$ cat config.mk
export PLATFORM = sky130hd
export DESIGN_NAME = execSlice
export DESIGN_NICKNAME = d
export VERILOG_FILES = /design/src/hw/isaPkg.sv /design/src/hw/excPkg.sv /design/src/hw/aluUnit.sv /design/src/hw/branchCheck.sv /design/src/hw/execCommit.sv /design/src/hw/execSlice.sv
export VERILOG_INCLUDE_DIRS = /design/src /design/src/include
export SDC_FILE = /design/constraint.sdc
export NUM_CORES = 1
export LEC_CHECK = 0
export BUFFER_PORTS_ARGS = -buffer_cell sky130_fd_sc_hd__buf_2
export CAP_MARGIN = 20
export CORE_ASPECT_RATIO = 2
export CORE_MARGIN = 3
export CORE_UTILIZATION = 40
export DETAILED_ROUTE_END_ITERATION = 10
export SETUP_SLACK_MARGIN = 0.1
export SKIP_CTS_REPAIR_TIMING = 1
export SLEW_MARGIN = 20
export SYNTH_ARGS = -nofsm -noshare
export SYNTH_HDL_FRONTEND = slang
export SYNTH_SLANG_ARGS = --single-unit
export TNS_END_PERCENT = 5
$ cat constraint.sdc
create_clock -name clk -period 3.2 [get_ports clk]
set_clock_uncertainty 0.15 [all_clocks]
set_input_delay 0.32 -clock clk [delete_from_list [all_inputs] [get_ports clk]]
set_output_delay 0.32 -clock clk [all_outputs]
set_load 0.01 [all_outputs]
$ cat src/include/execSlice_params.svh
`ifndef EXEC_SLICE_PARAMS_SVH
`define EXEC_SLICE_PARAMS_SVH

// data path width
`define EXEC_DATA_W 32

// register number width, 32 GPRs
`define EXEC_REG_W 5

// byte distance to the next instruction
`define EXEC_INST_STEP 4

// general exception handler entry, BEV=1
`define EXEC_EXC_VECTOR 32'hbfc00380

`endif

$ cat src/hw/isaPkg.sv
`default_nettype none

package isaPkg;

    // integer alu operations
    typedef enum logic [3:0] {
        ALU_ADD  = 4'd0,  // traps on overflow
        ALU_ADDU = 4'd1,
        ALU_SUB  = 4'd2,  // traps on overflow
        ALU_SUBU = 4'd3,
        ALU_AND  = 4'd4,
        ALU_OR   = 4'd5,
        ALU_XOR  = 4'd6,
        ALU_SLT  = 4'd7,
        ALU_SLTU = 4'd8
    } aluOpE;

    // branch kind, BR_NONE marks a plain alu op
    typedef enum logic [2:0] {
        BR_NONE, BR_EQ, BR_NE, BR_LEZ, BR_GTZ, BR_LTZ, BR_GEZ, BR_JR
    } brCondE;

endpackage

`default_nettype wire

$ cat src/hw/excPkg.sv
`default_nettype none

package excPkg;

    // mips cause register ExcCode values
    typedef enum logic [4:0] {
        EXC_NONE = 5'd0,
        EXC_ADEL = 5'd4,  // address error on fetch
        EXC_OV   = 5'd12  // arithmetic overflow
    } excCodeE;

endpackage

`default_nettype wire

$ cat src/hw/aluUnit.sv
`timescale 1ns/1ps
`default_nettype none

`include "execSlice_params.svh"

module aluUnit (
    input  wire                    clk,
    input  wire                    rstN_i,
    input  logic                   flush_i,
    input  logic                   valid_i,
    input  isaPkg::aluOpE          aluOp_i,
    input  logic [`EXEC_DATA_W-1:0] opA_i,
    input  logic [`EXEC_DATA_W-1:0] opB_i,
    input  logic                   regWrite_i,
    input  logic [`EXEC_REG_W-1:0]  destReg_i,
    output logic                   aluValid_o,
    output logic [`EXEC_DATA_W-1:0] aluResult_o,
    output logic                   overflow_o,
    output logic                   regWrite_o,
    output logic [`EXEC_REG_W-1:0]  destReg_o
);

    localparam int MSB = `EXEC_DATA_W - 1;

    logic [MSB:0] sum;
    logic [MSB:0] diff;
    logic [MSB:0] result;
    logic         sumOv;
    logic         diffOv;
    logic         ovNext;
    logic         capture;

    assign sum  = opA_i + opB_i;
    assign diff = opA_i - opB_i;

    // same-sign operands giving a result of the other sign
    assign sumOv  = (opA_i[MSB] == opB_i[MSB]) && (sum[MSB] != opA_i[MSB]);
    assign diffOv = (opA_i[MSB] != opB_i[MSB]) && (diff[MSB] != opA_i[MSB]);

    always_comb begin
        result = '0;
        ovNext = 1'b0;
        case (aluOp_i)
            isaPkg::ALU_ADD: begin
                result = sum;
                ovNext = sumOv;
            end
            isaPkg::ALU_SUB: begin
                result = diff;
                ovNext = diffOv;
            end
            isaPkg::ALU_ADDU: result = sum;
            isaPkg::ALU_SUBU: result = diff;
            isaPkg::ALU_AND:  result = opA_i & opB_i;
            isaPkg::ALU_OR:   result = opA_i | opB_i;
            isaPkg::ALU_XOR:  result = opA_i ^ opB_i;
            isaPkg::ALU_SLT:  result = {{MSB{1'b0}}, $signed(opA_i) < $signed(opB_i)};
            isaPkg::ALU_SLTU: result = {{MSB{1'b0}}, opA_i < opB_i};
            default:          result = '0;
        endcase
    end

    assign capture = valid_i & ~flush_i;  // younger op squashed on flush

    always_ff @(posedge clk or negedge rstN_i) begin
        if (!rstN_i) begin
            aluValid_o <= 1'b0;
            overflow_o <= 1'b0;
            regWrite_o <= 1'b0;
        end else begin
            aluValid_o <= capture;
            overflow_o <= capture & ovNext;
            regWrite_o <= capture & regWrite_i;
        end
    end

    always_ff @(posedge clk) begin
        aluResult_o <= result;
        destReg_o   <= destReg_i;
    end

    // opcode must be known whenever an instruction is presented
    aluOpKnown: assert property (@(posedge clk) disable iff (!rstN_i)
        valid_i |-> !$isunknown(aluOp_i));

endmodule

`default_nettype wire

$ cat src/hw/branchCheck.sv
`timescale 1ns/1ps
`default_nettype none

`include "execSlice_params.svh"

module branchCheck (
    input  wire                    clk,
    input  wire                    rstN_i,
    input  logic                   flush_i,
    input  logic                   valid_i,
    input  isaPkg::brCondE         brCond_i,
    input  logic [`EXEC_DATA_W-1:0] opA_i,
    input  logic [`EXEC_DATA_W-1:0] opB_i,
    input  logic [15:0]            imm_i,
    input  logic [`EXEC_DATA_W-1:0] pc_i,
    input  logic                   predTaken_i,
    output logic                   brValid_o,
    output logic                   mispredict_o,
    output logic [`EXEC_DATA_W-1:0] target_o,
    output logic                   addrError_o,
    output logic [`EXEC_DATA_W-1:0] pc_o
);

    logic [`EXEC_DATA_W-1:0] fallThru;
    logic [`EXEC_DATA_W-1:0] brTarget;
    logic [`EXEC_DATA_W-1:0] nextTarget;
    logic                    taken;
    logic                    isJr;
    logic                    capture;

    assign isJr     = (brCond_i == isaPkg::BR_JR);
    assign fallThru = pc_i + `EXEC_INST_STEP;
    assign brTarget = fallThru + {{(`EXEC_DATA_W-18){imm_i[15]}}, imm_i, 2'b00};

    always_comb begin
        case (brCond_i)
            isaPkg::BR_EQ:  taken = (opA_i == opB_i);
            isaPkg::BR_NE:  taken = (opA_i != opB_i);
            isaPkg::BR_LEZ: taken = ($signed(opA_i) <= 0);
            isaPkg::BR_GTZ: taken = ($signed(opA_i) > 0);
            isaPkg::BR_LTZ: taken = opA_i[`EXEC_DATA_W-1];
            isaPkg::BR_GEZ: taken = ~opA_i[`EXEC_DATA_W-1];
            isaPkg::BR_JR:  taken = 1'b1;
            default:        taken = 1'b0;
        endcase
    end

    // jr goes to rs, otherwise where the branch actually lands
    assign nextTarget = isJr ? opA_i : (taken ? brTarget : fallThru);

    assign capture = valid_i & ~flush_i & (brCond_i != isaPkg::BR_NONE);

    always_ff @(posedge clk or negedge rstN_i) begin
        if (!rstN_i) begin
            brValid_o    <= 1'b0;
            mispredict_o <= 1'b0;
            addrError_o  <= 1'b0;
        end else begin
            brValid_o    <= capture;
            mispredict_o <= capture & (isJr | (taken != predTaken_i));
            addrError_o  <= capture & isJr & (opA_i[1:0] != 2'b00);  // misaligned jr
        end
    end

    always_ff @(posedge clk) begin
        target_o <= nextTarget;
        pc_o     <= pc_i;  // every op, commit needs it for epc
    end

    addrErrOnBranch: assert property (@(posedge clk) disable iff (!rstN_i)
        addrError_o |-> brValid_o);

endmodule

`default_nettype wire

$ cat src/hw/execCommit.sv
`timescale 1ns/1ps
`default_nettype none

`include "execSlice_params.svh"

module execCommit (
    input  wire                    clk,
    input  wire                    rstN_i,
    input  logic                   aluValid_i,
    input  logic [`EXEC_DATA_W-1:0] aluResult_i,
    input  logic                   overflow_i,
    input  logic                   regWrite_i,
    input  logic [`EXEC_REG_W-1:0]  destReg_i,
    input  logic                   brValid_i,
    input  logic                   mispredict_i,
    input  logic [`EXEC_DATA_W-1:0] target_i,
    input  logic                   addrError_i,
    input  logic [`EXEC_DATA_W-1:0] pc_i,
    output logic                   flush_o,
    output logic                   wbValid_o,
    output logic [`EXEC_REG_W-1:0]  wbReg_o,
    output logic [`EXEC_DATA_W-1:0] wbData_o,
    output logic                   redirect_o,
    output logic [`EXEC_DATA_W-1:0] redirectPc_o,
    output logic                   excValid_o,
    output excPkg::excCodeE        excCode_o,
    output logic [`EXEC_DATA_W-1:0] epc_o
);

    logic                    isAlu;
    logic                    ovExc;
    logic                    adelExc;
    logic                    excNow;
    logic                    redirNow;
    logic                    wbNow;
    excPkg::excCodeE         codeNext;
    logic [`EXEC_DATA_W-1:0] redirPcNext;

    // alu unit sees every op, branches are filtered here
    assign isAlu   = aluValid_i & ~brValid_i;
    assign ovExc   = isAlu & overflow_i;
    assign adelExc = brValid_i & addrError_i;
    assign excNow  = ovExc | adelExc;

    assign redirNow = excNow | (brValid_i & mispredict_i);
    assign wbNow    = isAlu & regWrite_i & ~overflow_i;  // overflow kills write-back

    always_comb begin
        if (ovExc) begin
            codeNext = excPkg::EXC_OV;
        end else if (adelExc) begin
            codeNext = excPkg::EXC_ADEL;
        end else begin
            codeNext = excPkg::EXC_NONE;
        end
    end

    assign redirPcNext = excNow ? `EXEC_EXC_VECTOR : target_i;

    assign flush_o = redirNow;  // drop the op entering execute

    always_ff @(posedge clk or negedge rstN_i) begin
        if (!rstN_i) begin
            wbValid_o  <= 1'b0;
            redirect_o <= 1'b0;
            excValid_o <= 1'b0;
            excCode_o  <= excPkg::EXC_NONE;
        end else begin
            wbValid_o  <= wbNow;
            redirect_o <= redirNow;
            excValid_o <= excNow;
            excCode_o  <= codeNext;
        end
    end

    always_ff @(posedge clk) begin
        wbReg_o      <= destReg_i;
        wbData_o     <= aluResult_i;
        redirectPc_o <= redirPcNext;
        epc_o        <= pc_i;  // faulting op's own pc, no delay slots
    end

    // a precise exception always steers fetch and never retires a result
    excRedirects: assert property (@(posedge clk) disable iff (!rstN_i)
        excValid_o |-> redirect_o);
    excNoWb: assert property (@(posedge clk) disable iff (!rstN_i)
        excValid_o |-> !wbValid_o);

endmodule

`default_nettype wire

$ cat src/hw/execSlice.sv
`timescale 1ns/1ps
`default_nettype none

`include "execSlice_params.svh"

module execSlice (
    input  wire                    clk,
    input  wire                    rstN_i,
    input  logic                   validI_i,
    input  isaPkg::aluOpE          aluOp_i,
    input  isaPkg::brCondE         brCond_i,
    input  logic [`EXEC_DATA_W-1:0] opA_i,    // rs value
    input  logic [`EXEC_DATA_W-1:0] opB_i,    // rt value
    input  logic [15:0]            imm_i,
    input  logic [`EXEC_DATA_W-1:0] pc_i,
    input  logic                   predTaken_i,
    input  logic                   regWrite_i,
    input  logic [`EXEC_REG_W-1:0]  destReg_i,
    output logic                   wbValid_o,
    output logic [`EXEC_REG_W-1:0]  wbReg_o,
    output logic [`EXEC_DATA_W-1:0] wbData_o,
    output logic                   redirect_o,
    output logic [`EXEC_DATA_W-1:0] redirectPc_o,
    output logic                   excValid_o,
    output excPkg::excCodeE        excCode_o,
    output logic [`EXEC_DATA_W-1:0] epc_o
);

    logic                    flush;
    logic                    aluValid;
    logic [`EXEC_DATA_W-1:0] aluResult;
    logic                    overflow;
    logic                    regWriteE;
    logic [`EXEC_REG_W-1:0]  destRegE;
    logic                    brValid;
    logic                    mispredict;
    logic [`EXEC_DATA_W-1:0] target;
    logic                    addrError;
    logic [`EXEC_DATA_W-1:0] pcE;

    aluUnit aluU (
        .clk(clk), .rstN_i(rstN_i), .flush_i(flush), .valid_i(validI_i),
        .aluOp_i(aluOp_i), .opA_i(opA_i), .opB_i(opB_i),
        .regWrite_i(regWrite_i), .destReg_i(destReg_i),
        .aluValid_o(aluValid), .aluResult_o(aluResult), .overflow_o(overflow),
        .regWrite_o(regWriteE), .destReg_o(destRegE)
    );

    // branch resolution runs beside the alu
    branchCheck brU (
        .clk(clk), .rstN_i(rstN_i), .flush_i(flush), .valid_i(validI_i),
        .brCond_i(brCond_i), .opA_i(opA_i), .opB_i(opB_i), .imm_i(imm_i),
        .pc_i(pc_i), .predTaken_i(predTaken_i),
        .brValid_o(brValid), .mispredict_o(mispredict), .target_o(target),
        .addrError_o(addrError), .pc_o(pcE)
    );

    execCommit cmtU (
        .clk(clk), .rstN_i(rstN_i),
        .aluValid_i(aluValid), .aluResult_i(aluResult), .overflow_i(overflow),
        .regWrite_i(regWriteE), .destReg_i(destRegE),
        .brValid_i(brValid), .mispredict_i(mispredict), .target_i(target),
        .addrError_i(addrError), .pc_i(pcE),
        .flush_o(flush),
        .wbValid_o(wbValid_o), .wbReg_o(wbReg_o), .wbData_o(wbData_o),
        .redirect_o(redirect_o), .redirectPc_o(redirectPc_o),
        .excValid_o(excValid_o), .excCode_o(excCode_o), .epc_o(epc_o)
    );

endmodule

`default_nettype wire

==> results.toml <==
[sta]
final.setup.tns_ns = 0
setup_ws_ns = 0.165
rsz0062_at_grt = "yes"
drv_slew = 0
worst_pin_slew_ns = 0.648
maxSlewHeadroom_pct = 56.6
min_period_ns = 3.03
fmax_mhz = 330
finalHoldViolCount = 1
setup_viol = 0
fin_hold_ws_ns = -0.0112
period_share_pct = 94.8

[place]
dp_hpwl_mm = 41.5
post_dp_cell_area_um2 = 17000
dp_slack_ns = -0.538
gp_congestion = 0.978
port_buffers = 234

[synthesis]
synth.distinct_cells = 96
synthArstFlopShare_pct = 4.72
synthFlopType = "dfxtp_1"
synth_edf_count = 0
synth_seq_cells = 212
ys_seq_area_share_pct = 33.9
syn-cell-area_um2 = 12700
ys.warnings.count = 0
syn_avg_cell_area_um2 = 8.60
syn_inst = 1474

[clocking]
root_buffer = "clkbuf_16"
clk_path_buf_depth = 3
cts_tree = "done"
insertion_delay_ns = 0.54
h-tree-depth = 1
cts_buffers = 21
cts.sinks = 212
cts.reportedPaths.clkPinSlew_ns = 0.07

[setup_path]
worstSetupPathType = "in -> reg"
critPathMaxStageDelay_ns = 0.50
cp.arrival_ns = 3.25
crit_path_end_kind = "register"
required_ns = 3.42
path_cells = "buf_2 > inv_1 > ha_1 > nand4_1 > a2111oi_0 > o21ai_0 > a31oi_1 > buf_4 > o211ai_1 > a211oi_1 > a21oi_1 > xnor2_1 > o221ai_1"
start_kind = "primary input"
worst_path_max_delay_cell = "a2111oi_0"
crit_path_max_fanout = 6
reg2reg_from = "brU.brValid_o"
startpoint = "opA_i[15]"

[routing]
vias = 13663
ant_nets = 0
post-route-drc-count = 0
wire_per_inst_um = 20.3
via_per_inst = 5.40
drt-initial-drc-count = 530
finalWirelength_mm = 51.3
dr.pass1.iters = 8

[floorplan]
start_util_pct = 40.8
rows = 91
die_area_um2 = 34000
coreArea_um2 = 31100
die_h_um = 258
boundaryPins = 238
die_x_um = 132

[grt]
grt_pass1_wl_mm = 75.8
grt_pass1_vias = 13999
grt_max_degree = 36
antenna_found_initial = 3
gr-usage-all-layers_pct = 28.8
gr-total-overflow = 0

[cells_and_area]
final_layout_size_suffix_gt1_share_pct = 34.7
fillCellCount = 2841
utilization_pct = 59.2
num-nets-final = 2367
final_cell_mix = "buf_4 (380), buf_2 (233), dfxtp_1 (202)"
finalInstanceArea_um2 = 18400
layout_commonest_cell = "buf_4"
area_delta_synth_final_pct = 45.1

[pwr]
p_sw_share_pct = 31.2
power_density_nw_per_um2 = 443
p_seq_share_pct = 37.2
pwr-share-clk_pct = 31.7
p_switching_uw = 2540
p_int_uw = 5600
p_leak_uw = 0.00888
peakVddDrop_mv = 0.477
pwr-share-comb_pct = 31.1

[run]
drv_cap = 0

[hold_path]
min_path_type = "in -> reg"
hold_start = "validI_i"

[outcome]
status = "finished, violations left"
violations = "hold timing"
==> registers in the layout, indices dropped and copies added, names as in the netlist <==
signal,cells
aluU.aluResult_o,32
cmtU.wbData_o,32
brU.addrError_o,1
cmtU.wbReg_o,5
cmtU.redirectPc_o,32
aluU.regWrite_o,1
brU.mispredict_o,1
cmtU.redirect_o,1
aluU.destReg_o,5
aluU.overflow_o,1
brU.pc_o,32
cmtU.epc_o,32
cmtU.excCode_o,2
cmtU.wbValid_o,1
brU.target_o,32
brU.brValid_o,1
aluU.aluValid_o,1
==> cells by family after synthesis <==
group           Yosys count  synth area share [%]
other cells               1                0.0296
xor+xnor                 69                  4.77
mux                       8                 0.652
simple gates            428                  17.3
buf+inv                 177                  6.35
fa+ha+maj               142                  14.2
compound gates          437                  22.8
flops                   212                  33.9
==> routing by layer <==
metal | up-vias | track usage, % | wire length, um
met5 | - | 0 | 20
met4 | 2 | 20.6 | 4620
met3 | 218 | 3.08 | 2240
met2 | 547 | 59.0 | 28600
met1 | 6408 | 24.9 | 15800
li1 | 6488 | - | -
==> area by class of cell <==
| cell class | instances | area (um2) | area share (%) |
|---|---|---|---|
| repair buffers | 661 | 4550 | 24.7 |
| multi-input cells | 1087 | 7880 | 42.8 |
| well taps | 418 | 523 | 2.84 |
| clock buffers | 26 | 586 | 3.18 |
| diodes | 2 | 5.00 | 0.0272 |
| inverters | 113 | 424 | 2.31 |
| flip-flops and latches | 212 | 4290 | 23.4 |
| clock inverters | 11 | 129 | 0.701 |
==> cell usage after synthesis, types with 14 or more instances <==
cell	n	area share (%)
a211oi_1	17	1.0
a21o_1	27	1.6
a21oi_1	130	5.1
a22oi_1	18	1.1
a31oi_1	22	1.1
and2_1	24	1.2
clkbuf_1	37	1.1
dfxtp_1	202	32
ha_1	139	14
inv_1	111	3.3
nand2_1	84	2.5
nand2b_1	20	0.99
nand3_1	43	1.7
nand4_1	18	0.89
nor2_1	118	3.5
nor2b_1	15	0.74
nor3_1	24	0.95
nor4_1	19	0.94
o21ai_0	63	2.5
o21ai_1	14	0.55
o21bai_1	24	1.4
o221ai_1	17	1.2
xnor2_1	48	3.3
xor2_1	21	1.5
==> power groups by stage <==
stage	Sequential, uW	Combinational (uW)	Clock (uW)
floorplan	3150	1140	0
global placement	3090	2400	0
detailed placement	3090	2420	0
CTS	3040	2430	2640
global route	3060	2730	2730
finish	3030	2530	2580
==> critical path: cells and delay by family <==
| kind | cells | cell delay (ns) |
|---|---|---|
| AO/OA/AOI/OAI | 7 | 1.77 |
| XOR/XNOR | 1 | 0.19 |
| adder cells (fa/ha/maj) | 1 | 0.44 |
| buffers and inverters | 3 | 0.29 |
| AND/OR/NAND/NOR | 1 | 0.23 |
==> path summary, 6_finish.rpt <==
kind | end | slack (ns) | cells past startpoint
setup / recovery | aluU.aluResult_o[29] | 0.17 | 13
setup reg to reg | cmtU.redirectPc_o[16] | 1.34 | 4
min in group asynchronous | aluU.overflow_o | 0.04 | 2
hold / removal | brU.addrError_o | -0.01 | 3
max in group asynchronous | cmtU.excCode_o[3] | 2.67 | 2
hold reg to reg | cmtU.wbData_o[14] | 0.17 | 0
==> through the flow <==
stage,hold slack (ns),cells,power (uW)
2_1_floorplan,-0.126,1476,4290
3_3_place_gp,0.0370,2442,5480
3_5_place_dp,0.0405,2442,5510
4_1_cts,-0.525,2479,8110
5_1_grt,0.0173,2530,8520
6_report,-0.0112,2530,8140
Note: power is estimated with default switching activity, not from simulation.
